===== config.mk =====
export PLATFORM = sky130hd
export DESIGN_NAME = lvd_top
export DESIGN_NICKNAME = d
export VERILOG_FILES = /design/src/hw/lvd_pkg.sv /design/src/hw/spi_reg_bank.sv /design/src/hw/az_modulator.sv /design/src/hw/output_mode_mux.sv /design/src/hw/lvd_top.sv
export VERILOG_INCLUDE_DIRS = /design/src /design/src/hw
export SDC_FILE = /design/constraint.sdc
export NUM_CORES = 1
export LEC_CHECK = 0
export BUFFER_PORTS_ARGS = -buffer_cell sky130_fd_sc_hd__buf_2
export CORE_MARGIN = 3
export CORE_UTILIZATION = 44
export DETAILED_ROUTE_END_ITERATION = 10
export GPL_TIMING_DRIVEN = 0
export HOLD_SLACK_MARGIN = 0.08
export SKIP_LAST_GASP = 1
export SYNTH_ARGS = -nofsm -noshare
export SYNTH_HDL_FRONTEND = slang
export SYNTH_HIERARCHICAL = 1
export SYNTH_SLANG_ARGS = --single-unit
export TNS_END_PERCENT = 1

===== constraint.sdc =====
create_clock -name clk -period 4.1 [get_ports clk]
set_input_delay 0.205 -clock clk [delete_from_list [all_inputs] [get_ports clk]]
set_output_delay 0.205 -clock clk [all_outputs]
set_load 0.01 [all_outputs]

===== src/hw/lvd_defines.svh =====
/*
  conditioning word layout, SPI register map and mode codes.
  register addresses are 7 bits, bit 7 of the SPI address byte flags a read.
*/
`ifndef LVD_DEFINES_SVH
`define LVD_DEFINES_SVH

// bus widths
`define LVD_REG_W   32  // every SPI register
`define LVD_ADDR_W  8   // address byte at the start of a frame
`define LVD_COND_W  29  // conditioning word driven to the pins

////////////////////////////////////////
// bit offsets in the conditioning word
`define LVD_IDX_AZMUX          0   // 4 bits, azmux select and enable
`define LVD_IDX_HIMUX          4   // 4 bits
`define LVD_IDX_HIMUX2         8   // 4 bits
`define LVD_IDX_PC_SW          12  // pre-charge switch
`define LVD_IDX_LED0           13
`define LVD_IDX_MONITOR        14  // 8 monitor pins
`define LVD_IDX_ADCMUX         22  // 4 adc current switches
`define LVD_IDX_CMPR_LATCH     26
`define LVD_IDX_MEAS_COMPLETE  27
`define LVD_IDX_SPI_INT        28  // top bit

////////////////////////////////////////
// register addresses
`define LVD_REG_LED         7   // bit 0 only
`define LVD_REG_MODE        8   // bits 2..0
`define LVD_REG_DIRECT      9   // direct word, azmux lo value in az mode
`define LVD_REG_DIRECT2     10  // azmux hi value in bits 3..0
`define LVD_REG_SAMPLE_DUR  11  // az phase length in clk, 0 acts as 1

// mode codes, 5 to 7 drive all zero
`define LVD_MODE_IDLE     0
`define LVD_MODE_ONES     1
`define LVD_MODE_PATTERN  2
`define LVD_MODE_DIRECT   3
`define LVD_MODE_AZ       4

`endif


===== src/hw/lvd_pkg.sv =====
/*
  types of the 29-bit conditioning word.
  field widths come from the offsets in the defines header, so the union
  members stay the same size as long as the offsets are ascending.
*/
`include "lvd_defines.svh"

package lvd_pkg;

  ////////////////////////////////////////
  // fields, msb first
  typedef struct packed {
    logic [`LVD_COND_W-`LVD_IDX_SPI_INT-1:0]               spi_int;       // mcu interrupt
    logic [`LVD_IDX_SPI_INT-`LVD_IDX_MEAS_COMPLETE-1:0]    meas_complete;
    logic [`LVD_IDX_MEAS_COMPLETE-`LVD_IDX_CMPR_LATCH-1:0] cmpr_latch;
    logic [`LVD_IDX_CMPR_LATCH-`LVD_IDX_ADCMUX-1:0]        adcmux;        // current switches
    logic [`LVD_IDX_ADCMUX-`LVD_IDX_MONITOR-1:0]           monitor;
    logic [`LVD_IDX_MONITOR-`LVD_IDX_LED0-1:0]             led0;
    logic [`LVD_IDX_LED0-`LVD_IDX_PC_SW-1:0]               pc_sw;         // pre-charge
    logic [`LVD_IDX_PC_SW-`LVD_IDX_HIMUX2-1:0]             himux2;
    logic [`LVD_IDX_HIMUX2-`LVD_IDX_HIMUX-1:0]             himux;
    logic [`LVD_IDX_HIMUX-`LVD_IDX_AZMUX-1:0]              azmux;         // lsb nibble
  } cond_fields_t;

  ////////////////////////////////////////
  // one word, two views
  // flat for register and counter sources, fld for per-switch work
  typedef union packed {
    logic [`LVD_COND_W-1:0] flat;
    cond_fields_t           fld;
  } cond_word_t;

endpackage


===== src/hw/spi_reg_bank.sv =====
/*
  SPI slave, mode 0, oversampled on clk. spi_sck must stay below clk/8.
  frame is 8 address bits then 32 data bits, msb first, addr bit 7 = read.
  a write commits on the chip select rise only if exactly 40 bits came in.
  registers update 3 to 5 clk after the chip select rise.
*/
`timescale 1ns/1ps
`include "lvd_defines.svh"

module spi_reg_bank (
  input  logic                  clk,
  input  logic                  rst_n,
  input  logic                  spi_sck,
  input  logic                  spi_cs_n,
  input  logic                  spi_mosi,
  output logic                  spi_miso,
  output logic                  reg_led,
  output logic [2:0]            reg_mode,
  output logic [`LVD_REG_W-1:0] reg_direct,
  output logic [`LVD_REG_W-1:0] reg_direct2,
  output logic [`LVD_REG_W-1:0] reg_sample_dur
);

  localparam int FRAME_BITS = `LVD_ADDR_W + `LVD_REG_W;  // 40
  localparam int CNT_W      = $clog2(FRAME_BITS) + 1;    // room to saturate past 40

  logic [2:0]                  sck_sr;    // [1] synced, [2] previous
  logic [2:0]                  cs_sr;
  logic [1:0]                  mosi_sr;
  logic                        sck_rise;
  logic                        sck_fall;
  logic                        cs_rise;
  logic                        cs_active;
  logic [FRAME_BITS-1:0]       rx_sr;
  logic [CNT_W-1:0]            bit_cnt;   // bits taken in this frame
  logic [`LVD_REG_W-1:0]       tx_sr;
  logic [`LVD_REG_W-1:0]       rd_data;
  logic [`LVD_ADDR_W-1:0]      rd_addr;
  logic [`LVD_ADDR_W-1:0]      wr_addr;
  logic [`LVD_REG_W-1:0]       wr_data;

  ////////////////////////////////////////
  // synchronisers and edge detect
  always_ff @(posedge clk)
  begin
    if (!rst_n)
    begin
      sck_sr  <= '0;
      cs_sr   <= '1;  // deselected
      mosi_sr <= '0;
    end
    else
    begin
      sck_sr  <= {sck_sr[1:0], spi_sck};
      cs_sr   <= {cs_sr[1:0], spi_cs_n};
      mosi_sr <= {mosi_sr[0], spi_mosi};  // same delay as sck_sr[1]
    end
  end

  assign sck_rise  = sck_sr[1] & ~sck_sr[2];
  assign sck_fall  = ~sck_sr[1] & sck_sr[2];
  assign cs_rise   = cs_sr[1] & ~cs_sr[2];  // end of frame
  assign cs_active = ~cs_sr[1];

  ////////////////////////////////////////
  // receive side
  always_ff @(posedge clk)
  begin
    if (!rst_n)
      bit_cnt <= '0;
    else if (!cs_active)
      bit_cnt <= '0;                        // still read by the commit in the cs_rise cycle
    else if (sck_rise && bit_cnt != '1)
      bit_cnt <= bit_cnt + 1'b1;            // saturates so long frames never look like 40
  end

  always_ff @(posedge clk)
  begin
    if (cs_active && sck_rise)
      rx_sr <= {rx_sr[FRAME_BITS-2:0], mosi_sr[1]};
  end

  assign rd_addr = rx_sr[`LVD_ADDR_W-1:0];              // valid once 8 bits are in
  assign wr_addr = rx_sr[FRAME_BITS-1 -: `LVD_ADDR_W];  // valid at 40 bits
  assign wr_data = rx_sr[`LVD_REG_W-1:0];

  // read-back select, unknown or write address gives 0
  always_comb
  begin
    rd_data = '0;
    if (rd_addr[`LVD_ADDR_W-1])
    begin
      case (rd_addr[`LVD_ADDR_W-2:0])
        `LVD_REG_LED:        rd_data = {{(`LVD_REG_W-1){1'b0}}, reg_led};
        `LVD_REG_MODE:       rd_data = {{(`LVD_REG_W-3){1'b0}}, reg_mode};
        `LVD_REG_DIRECT:     rd_data = reg_direct;
        `LVD_REG_DIRECT2:    rd_data = reg_direct2;
        `LVD_REG_SAMPLE_DUR: rd_data = reg_sample_dur;
        default:             rd_data = '0;
      endcase
    end
  end

  ////////////////////////////////////////
  // transmit side, loads on the fall after the address byte
  always_ff @(posedge clk)
  begin
    if (!rst_n)
      tx_sr <= '0;
    else if (!cs_active)
      tx_sr <= '0;                              // keeps miso low between frames
    else if (sck_fall)
    begin
      if (bit_cnt == `LVD_ADDR_W)
        tx_sr <= rd_data;                       // msb out before the 9th rising edge
      else if (bit_cnt > `LVD_ADDR_W)
        tx_sr <= {tx_sr[`LVD_REG_W-2:0], 1'b0};
    end
  end

  assign spi_miso = tx_sr[`LVD_REG_W-1];

  ////////////////////////////////////////
  // register bank
  always_ff @(posedge clk)
  begin
    if (!rst_n)
    begin
      reg_led        <= 1'b0;
      reg_mode       <= '0;
      reg_direct     <= '0;
      reg_direct2    <= '0;
      reg_sample_dur <= '0;
    end
    else if (cs_rise && bit_cnt == FRAME_BITS && !wr_addr[`LVD_ADDR_W-1])
    begin
      case (wr_addr[`LVD_ADDR_W-2:0])
        `LVD_REG_LED:        reg_led        <= wr_data[0];
        `LVD_REG_MODE:       reg_mode       <= wr_data[2:0];
        `LVD_REG_DIRECT:     reg_direct     <= wr_data;
        `LVD_REG_DIRECT2:    reg_direct2    <= wr_data;
        `LVD_REG_SAMPLE_DUR: reg_sample_dur <= wr_data;
        default:             ;                  // unknown address, dropped
      endcase
    end
  end

  // select held high long enough to pass the synchroniser clears miso
  miso_idle_a : assert property (@(posedge clk) disable iff (!rst_n)
    spi_cs_n [*4] |=> !spi_miso)
    else $error("spi_miso active while deselected");

endmodule


===== src/hw/az_modulator.sv =====
/*
  auto-zero modulation. hi and lo phases each last sample_dur clk, 0 acts as 1.
  outputs are combinational from the phase state, the mode mux registers them.
  only azmux, pc_sw, led0 and monitor are driven, other fields are 0.
*/
`timescale 1ns/1ps
`include "lvd_defines.svh"

module az_modulator
  import lvd_pkg::*;
(
  input  logic                  clk,
  input  logic                  rst_n,
  input  logic [3:0]            azmux_hi,    // signal side value
  input  logic [3:0]            azmux_lo,    // zero side value
  input  logic [`LVD_REG_W-1:0] sample_dur,
  output cond_word_t            az_word
);

  localparam logic [`LVD_REG_W-1:0] ONE = 1;

  logic [`LVD_REG_W-1:0] dur_eff;     // duration with 0 mapped to 1
  logic [`LVD_REG_W-1:0] phase_cnt;   // clk spent in the current phase
  logic                  phase_end;
  logic                  phase_hi;    // 1 = hi phase
  logic                  led_q;
  logic [6:0]            cycle_cnt;   // completed hi+lo pairs

  assign dur_eff   = (sample_dur == '0) ? ONE : sample_dur;
  // >= also covers the duration shrinking mid-phase
  assign phase_end = (phase_cnt >= dur_eff - ONE);

  ////////////////////////////////////////
  // phase sequencing
  always_ff @(posedge clk)
  begin
    if (!rst_n)
    begin
      phase_cnt <= '0;
      phase_hi  <= 1'b1;   // start in hi
      led_q     <= 1'b0;
      cycle_cnt <= '0;
    end
    else if (phase_end)
    begin
      phase_cnt <= '0;
      phase_hi  <= ~phase_hi;
      if (!phase_hi)
      begin
        // lo phase done, closes a full cycle
        led_q     <= ~led_q;
        cycle_cnt <= cycle_cnt + 1'b1;   // wraps at 128
      end
    end
    else
    begin
      phase_cnt <= phase_cnt + ONE;
    end
  end

  ////////////////////////////////////////
  // output word
  always_comb
  begin
    az_word               = '0;
    az_word.fld.azmux     = phase_hi ? azmux_hi : azmux_lo;
    az_word.fld.pc_sw     = phase_hi;            // pre-charge on during hi
    az_word.fld.led0      = led_q;
    az_word.fld.monitor   = {cycle_cnt, phase_hi};  // bit 0 shows the phase
  end

  // a duration held for two cycles bounds the counter
  phase_bound_a : assert property (@(posedge clk) disable iff (!rst_n)
    $stable(sample_dur) |-> phase_cnt < dur_eff)
    else $error("az phase counter reached the sample duration");

endmodule


===== src/hw/output_mode_mux.sv =====
/*
  picks the conditioning word by mode and registers it, pins lag sources 1 clk.
  the test pattern counter free runs in every mode.
  modes 5 to 7 drive all zero.
*/
`timescale 1ns/1ps
`include "lvd_defines.svh"

module output_mode_mux
  import lvd_pkg::*;
(
  input  logic       clk,
  input  logic       rst_n,
  input  logic [2:0] mode,
  input  logic       led_bit,       // led register, used in mode 0
  input  cond_word_t direct_word,
  input  cond_word_t az_word,
  output cond_word_t cond_out
);

  logic [`LVD_COND_W-1:0] test_cnt;   // wraps at 2^29
  cond_word_t             idle_word;
  cond_word_t             az_mode_word;
  cond_word_t             sel_word;

  ////////////////////////////////////////
  // per-mode words
  always_comb
  begin
    idle_word          = '0;
    idle_word.fld.led0 = led_bit;   // everything off but the led
  end

  // direct register for himux, adc and status, modulator for the rest
  always_comb
  begin
    az_mode_word             = direct_word;
    az_mode_word.fld.azmux   = az_word.fld.azmux;
    az_mode_word.fld.pc_sw   = az_word.fld.pc_sw;
    az_mode_word.fld.led0    = az_word.fld.led0;
    az_mode_word.fld.monitor = az_word.fld.monitor;
  end

  always_comb
  begin
    case (mode)
      `LVD_MODE_IDLE:    sel_word = idle_word;
      `LVD_MODE_ONES:    sel_word.flat = '1;
      `LVD_MODE_PATTERN: sel_word.flat = test_cnt;
      `LVD_MODE_DIRECT:  sel_word = direct_word;
      `LVD_MODE_AZ:      sel_word = az_mode_word;
      default:           sel_word = '0;
    endcase
  end

  ////////////////////////////////////////
  // counter and output register
  always_ff @(posedge clk)
  begin
    if (!rst_n)
    begin
      test_cnt <= '0;
      cond_out <= '0;
    end
    else
    begin
      test_cnt <= test_cnt + 1'b1;
      cond_out <= sel_word;
    end
  end

  unused_mode_zero_a : assert property (@(posedge clk) disable iff (!rst_n)
    (mode > 3'(`LVD_MODE_AZ)) |=> (cond_out.flat == '0))
    else $error("mode 5..7 left a nonzero word on the pins");

endmodule


===== src/hw/lvd_top.sv =====
/*
  voltmeter front end control. single clock, SPI is oversampled on clk.
  every pin output comes straight from the registered conditioning word.
*/
`timescale 1ns/1ps
`include "lvd_defines.svh"

module lvd_top
  import lvd_pkg::*;
(
  input  logic       clk,
  input  logic       rst_n,
  // mcu spi
  input  logic       spi_sck,
  input  logic       spi_cs_n,
  input  logic       spi_mosi,
  output logic       spi_miso,
  // conditioning pins
  output logic [3:0] azmux_ctl,
  output logic [3:0] himux_ctl,
  output logic [3:0] himux2_ctl,
  output logic [3:0] adcmux_ctl,    // adc current switches
  output logic [7:0] monitor,
  output logic       sig_pc_sw_ctl,
  output logic       led0,
  output logic       cmpr_latch_ctl,
  output logic       meas_complete_ctl,
  output logic       spi_interrupt_ctl
);

  logic                  reg_led;
  logic [2:0]            reg_mode;
  logic [`LVD_REG_W-1:0] reg_direct;
  logic [`LVD_REG_W-1:0] reg_direct2;
  logic [`LVD_REG_W-1:0] reg_sample_dur;
  cond_word_t            direct_word;
  cond_word_t            az_word;
  cond_word_t            cond_out;

  ////////////////////////////////////////
  // registers and sources
  spi_reg_bank spi_reg_bank_i (
    .clk            (clk),
    .rst_n          (rst_n),
    .spi_sck        (spi_sck),
    .spi_cs_n       (spi_cs_n),
    .spi_mosi       (spi_mosi),
    .spi_miso       (spi_miso),
    .reg_led        (reg_led),
    .reg_mode       (reg_mode),
    .reg_direct     (reg_direct),
    .reg_direct2    (reg_direct2),
    .reg_sample_dur (reg_sample_dur)
  );

  assign direct_word.flat = reg_direct[`LVD_COND_W-1:0];   // top 3 bits unused

  // hi value from direct2, lo value from direct, same nibble position
  az_modulator az_modulator_i (
    .clk        (clk),
    .rst_n      (rst_n),
    .azmux_hi   (reg_direct2[`LVD_IDX_AZMUX +: 4]),
    .azmux_lo   (reg_direct[`LVD_IDX_AZMUX +: 4]),
    .sample_dur (reg_sample_dur),
    .az_word    (az_word)
  );

  output_mode_mux output_mode_mux_i (
    .clk         (clk),
    .rst_n       (rst_n),
    .mode        (reg_mode),
    .led_bit     (reg_led),
    .direct_word (direct_word),
    .az_word     (az_word),
    .cond_out    (cond_out)
  );

  ////////////////////////////////////////
  // unpack to pins
  assign azmux_ctl         = cond_out.fld.azmux;
  assign himux_ctl         = cond_out.fld.himux;
  assign himux2_ctl        = cond_out.fld.himux2;
  assign sig_pc_sw_ctl     = cond_out.fld.pc_sw;
  assign led0              = cond_out.fld.led0;
  assign monitor           = cond_out.fld.monitor;
  assign adcmux_ctl        = cond_out.fld.adcmux;
  assign cmpr_latch_ctl    = cond_out.fld.cmpr_latch;
  assign meas_complete_ctl = cond_out.fld.meas_complete;
  assign spi_interrupt_ctl = cond_out.fld.spi_int;

endmodule


# [After elaboration in Yosys (flattened, before gate mapping)]
# Cells that the tools add are included.
# W data, S select, Z words.
[word_totals] reg_bits=286 out_inout_bits=30 input_bits=5 elab_cells=75
[classes] n_addsub=5 bitwise=10 magnitude_cmp=2 n_eq_ne=17 mux=7 n_reduce_logical=17
[op_table] op="$pmux W32 S5" count=1
[op_table] op="$pmux W29 S5" count=1
[op_table] op="$mux W32" count=4
[op_table] op="$eq A7 B4 Y1 const B" count=9
[op_table] op="$add A32 B1 Y32 const B" count=1
[op_table] op="$ge A32 B32 Y1" count=1
[op_table] op="$logic_not A32 Y1" count=1
[op_table] op="$sub A32 B1 Y32 const B" count=1
[op_table] op="$add A29 B1 Y29 const B" count=1
[op_table] op="$add A7 B1 Y7 const B" count=2
[op_table] op="$eq A7 B3 Y1 const B" count=2
[op_table] op="$reduce_and A2 Y1" count=7
[op_table] op="$eq A7 B6 Y1 const B" count=1
[op_table] op="$gt A7 B4 Y1 const B" count=1
[op_table] op="$ne A7 B7 Y1 const B" count=1
[op_table] op="$not A1 Y1" count=7
[op_table] op="$eq A3 B2 Y1 const B" count=2
[op_table] op="$logic_and A1 B1 Y1" count=4
[op_table] op="$mux W4" count=1
[op_table] op="$reduce_or A2 Y1" count=2
[op_table] op="$and A1 B1 Y1" count=3
[op_table] op="$eq A3 B1 Y1 const B" count=1
[op_table] op="$eq A3 B3 Y1 const B" count=1
[op_table] op="$logic_not A3 Y1" count=1
[op_table] op="other kinds (2)" count=2

# [Logic depth before layout (Yosys ltp)]
[logic_depth] depth_word=5 depth_mapped=21 ltp_nobuf=19

# [Hierarchy]
# The synthesis kept the hierarchy.
[by_module_without_submodules] module="spi_reg_bank" cells_per_inst=706 n_inst=1 area_per_inst_um2=7729.9
[by_module_without_submodules] module="az_modulator" cells_per_inst=402 n_inst=1 area_per_inst_um2=3300.7
[by_module_without_submodules] module="output_mode_mux" cells_per_inst=348 n_inst=1 area_per_inst_um2=2706.3

# [Least setup slack after synthesis]
# OpenSTA, ideal clock, no wires.
[synth_path] kind="register to register" startpoint="reg spi_reg_bank_i.reg_sample_dur[17]" endpoint="reg az_modulator_i.cycle_cnt[0]" path_stages_with_launch=20 setup_slack_ns=-0.041 required_ns=3.985 t_arrival_ns=4.027 synth_period_minus_slack_ns=4.141 path_buffers=0 path_cell_list="dfxtp_1 or4_4 nor4_4 nand4_1 nor2_1 nor2_1 ha_1 nand2b_1 nor3_2 nand4_1 or2_1 nor2_1 xnor2_1 ha_1 nand4_1 or4_1 nor2_1 o21ai_0 and3_1 o21a_1"
[synth_between] elab_chain_len=5
[synth_lines] element="from (decl)" line_no="spi_reg_bank.sv:21" rtl="output logic [`LVD_REG_W-1:0] reg_sample_dur"
[synth_lines] element="from (signal assigned)" line_no="spi_reg_bank.sv:142" rtl="`LVD_REG_SAMPLE_DUR: reg_sample_dur <= wr_data;"
[synth_lines] element="$logic_not A32 Y1" line_no="az_modulator.sv:29" rtl="assign dur_eff = (sample_dur == '0) ? ONE : sample_dur;"
[synth_lines] element="$mux W32 (*)" line_no="az_modulator.sv:29"
[synth_lines] element="$sub A32 B1 Y32 (*)" line_no="az_modulator.sv:31" rtl="assign phase_end = (phase_cnt >= dur_eff - ONE);"
[synth_lines] element="$ge A32 B32 Y1 (*)" line_no="az_modulator.sv:31"
[synth_lines] element="$reduce_and A2 Y1 (no line) (*)"
[synth_lines] element="to (signal assigned)" line_no="az_modulator.sv:52" rtl="cycle_cnt <= cycle_cnt + 1'b1;"
[synth_lines] element="to (decl)" line_no="az_modulator.sv:27" rtl="logic [6:0] cycle_cnt;"
# Mark *: on every way between the ends. The rest lies on a longest branch, timed or not.
# A chain may end at the register's enable or synchronous reset.

# [Worst setup path in the final report]
[layout_path] startpoint="reg spi_reg_bank_i.reg_sample_dur[18]" endpoint="reg az_modulator_i.cycle_cnt[6]"
# Same word-level chain as after synthesis.

==> run summary <==
fraction of layout instances using a drive strength above 1: 0.137
total power: 5.58 mW
Max Clock Freq: 0.235 GHz
antenna violations before repair: 0
Overflow after GRT: 0
number of DRC markers after the initial detailed-route iteration: 892
Post-Synthesis Cells: 1440
slew at the pin closest to its max-slew limit: 0.797 ns
cell-by-cell listing of the critical path: or4_4, nor4_4, nand4_1, nor2_2, nor2_2, ha_2, nand2b_4, nor3_4, nand4_1, or2_1, nor2_1, xnor2_1, ha_1, nand4_1, or4_4, o21bai_4, a211oi_4, mux2i_1
routed vias/inst: 5.58
routed wire length on met3: 1760 um
worst clock skew: 0.0142 ns
Worst IR Drop VDD: 0.344 mV
number of maximum-capacitance violations: 0
headroom to the max-slew limit: 0.468
final setup margin: -0.150 ns
placeable core area: 30100 um2
TritonCTS Buffers: 31
Die Width: 182 um
clk_lat worst skew: 0.58 ns
pin count of the biggest net entering global routing: 25
sequential standard cell area: 6150 um2
run status: finished with violations
Filler cells: 2814
total of buffers placed on input and output ports: 34
violated checks: setup timing
summed instance area of the synthesized netlist: 13600 um2
area of the multi-input gates: 7080 um2
CTS tree: done
period utilisation layout: 1.04
number of hold-slack violations in the final timing report: 0
H-tree level count: 1
n_diodes: 0
global-route wire length before repair: 58000 um
largest fanout of any net on the critical path: 5
aggregate negative setup slack: -3.54 ns
post-layout min period: 4.25 ns
detailed route wirelength on metal2: 16400 um
synthesis-to-layout area growth: 14.9%
cell area power density: 357 nW/um2
total wire length: 36900 um
worst endpoint required time: 4.60 ns
critical path start-end classification: reg -> reg
die outline area: 33100 um2
unrepaired setup endpoints after global routing: yes
most frequent cell on the critical path: sky130_fd_sc_hd__nand4_1
Net count, final: 1578
endpoint kind of the worst setup timing path: register
Net Count, Synth: 1483
antenna violation net count after detailed routing: 0
highest metal layer with signal wires: met4
number of max-slew violations in the final report: 0
boundary pin count: 35
slowest stage cell on the critical path: sky130_fd_sc_hd__or4_4
vias in the first global route: 10.4k
number of cell rows: 63
Die H: 182 um
number of design rule violations left after detail routing: 0
kind of start point of the critical path: register
WL/cell: 18.9 um
endpoints failing setup: 40
Metal-1 WL: 17400 um
average instance area after synthesis: 9.46 um2
clock transition at the register clock pins on the worst setup and hold paths after CTS: 0.06 ns
type of the tightest min-delay check: in -> reg
clock sink count: 286
synth warn: 6
critical path arrival: 4.75 ns
effective utilization at floorplan: 0.452
Max stage delay on crit path: 0.57 ns
via total after detailed routing: 10.9k
DRT Pass-1 Iters: 5
CTS root buffer: sky130_fd_sc_hd__clkbuf_16
number of buffers between clock root and the deepest sink: 3
HPWL reported at the end of detailed placement: 26400 um
standby leakage power: 5.63 nW
global routing usage summed across all routing layers: 0.217
Final GP Congestion: 0.877
registers in the layout, indices dropped and copies added, names as in the netlist, 2 cells and up:
register and flops:
output_mode_mux_i/test_cnt 29, spi_reg_bank_i/tx_sr 32, spi_reg_bank_i/reg_direct2 32, spi_reg_bank_i/reg_direct 32
spi_reg_bank_i/cs_sr 3, az_modulator_i/cycle_cnt 7, spi_reg_bank_i/rx_sr 40, az_modulator_i/phase_cnt 32
output_mode_mux_i/cond_out 29, spi_reg_bank_i/reg_sample_dur 32, spi_reg_bank_i/sck_sr 3, spi_reg_bank_i/bit_cnt 7
spi_reg_bank_i/mosi_sr 2, spi_reg_bank_i/reg_mode 3
worst paths after layout:
| check | to | slack, ns | depth (start not counted) | start |
|---|---|---|---|---|
| setup / recovery | az_modulator_i/cycle_cnt[6]$_SDFFE_PN0P_ | -0.15 | 18 | spi_reg_bank_i/reg_sample_dur[18]$_SDFFE_PN0P_ |
| hold / removal | output_mode_mux_i/test_cnt[28]$_SDFF_PN0_ | 0.14 | 3 | rst_n |
| setup reg to reg | az_modulator_i/cycle_cnt[6]$_SDFFE_PN0P_ | -0.15 | 18 | spi_reg_bank_i/reg_sample_dur[18]$_SDFFE_PN0P_ |
| hold reg to reg | spi_reg_bank_i/rx_sr[0]$_DFFE_PP_ | 0.40 | 0 | spi_reg_bank_i/mosi_sr[1]$_SDFF_PN0_ |
stage by stage:
step,hold slack (ns),worst slack (ns),utilization,area [um2],std cells
after detailed placement,0.392,-1.03,0.475,14300,1865
final,0.135,-0.150,0.520,15600,1947
after global placement,0.386,-0.962,0.474,14300,1864
after floorplan,0.306,0.0124,-,13600,1440
after global routing,0.162,-0.340,0.520,15600,1947
after CTS,0.117,-0.0593,0.516,15500,1941
final cells by class:
class	instances	area share
Sequential cell	286	0.393
Clock buffer	47	0.0541
Timing Repair Buffer	62	0.0257
Multi-Input combinational cell	1036	0.452
Buffer	97	0.0336
Inverter	21	0.00504
Tap cell	390	0.0312
Clock inverter	8	0.00512
where the power goes:
| group | switching [mW] | total, mW | internal (mW) |
|---|---|---|---|
| sequential | 0.0101 | 2.86 | 2.85 |
| clock | 1.14 | 2.62 | 1.48 |
| combinational | 0.0795 | 0.109 | 0.0292 |
critical path: cells and delay by family (launching register included):
kind | cells | cell delay [ns]
multiplexers | 1 | 0.21
AND/OR/NAND/NOR | 12 | 2.48
XOR/XNOR | 1 | 0.12
flip-flops | 1 | 0.35
adder cells (fa/ha/maj) | 2 | 0.50
AO/OA/AOI/OAI | 2 | 0.53
placed cells by master (no fill, tap or decap), types with 6 or more instances in the layout:
master,n
sky130_fd_sc_hd__buf_1,6
sky130_fd_sc_hd__a21oi_1,84
sky130_fd_sc_hd__and3_1,12
sky130_fd_sc_hd__o31ai_1,8
sky130_fd_sc_hd__buf_6,10
sky130_fd_sc_hd__xor2_1,32
sky130_fd_sc_hd__clkbuf_16,31
sky130_fd_sc_hd__clkinv_2,6
sky130_fd_sc_hd__nand3b_1,7
sky130_fd_sc_hd__and2_1,9
sky130_fd_sc_hd__edfxtp_1,40
sky130_fd_sc_hd__nand4_1,23
sky130_fd_sc_hd__inv_1,20
sky130_fd_sc_hd__or3_1,38
sky130_fd_sc_hd__buf_2,40
sky130_fd_sc_hd__nand3_1,27
sky130_fd_sc_hd__or4_1,12
sky130_fd_sc_hd__mux2_2,34
sky130_fd_sc_hd__clkbuf_1,79
sky130_fd_sc_hd__dfxtp_1,234
sky130_fd_sc_hd__ha_1,37
sky130_fd_sc_hd__mux2i_1,107
sky130_fd_sc_hd__a22oi_1,30
sky130_fd_sc_hd__buf_4,30
sky130_fd_sc_hd__nand2_1,205
sky130_fd_sc_hd__o21ai_0,47
sky130_fd_sc_hd__o211a_1,29
sky130_fd_sc_hd__nor2_1,105
sky130_fd_sc_hd__nor3_1,12
sky130_fd_sc_hd__o211ai_1,32
sky130_fd_sc_hd__xnor2_1,40
sky130_fd_sc_hd__and4_1,7
sky130_fd_sc_hd__dfxtp_2,8
sky130_fd_sc_hd__nor4_1,10
sky130_fd_sc_hd__nand2b_1,13
routing by layer:
metal / up-vias / track usage
li1: 5334 / -
met4: 0 / 0.0804
met3: 68 / 0.0274
met1: 5187 / 0.307
met2: 272 / 0.339
met5: - / 0
what timing repair did:
| item | 4_1_cts | 5_1_grt |
|---|---|---|
| cloned | 2 | 1 |
| buffers inserted | 17 | 5 |
| hold buffers | 3 | 0 |
| resized for setup | 43 | 17 |
| pin swaps | 17 | 16 |
| hold endpoints to repair | 3 | 0 |
| endpoints found under the setup margin | 41 | 41 |
Power figures use the tool's default switching activity.
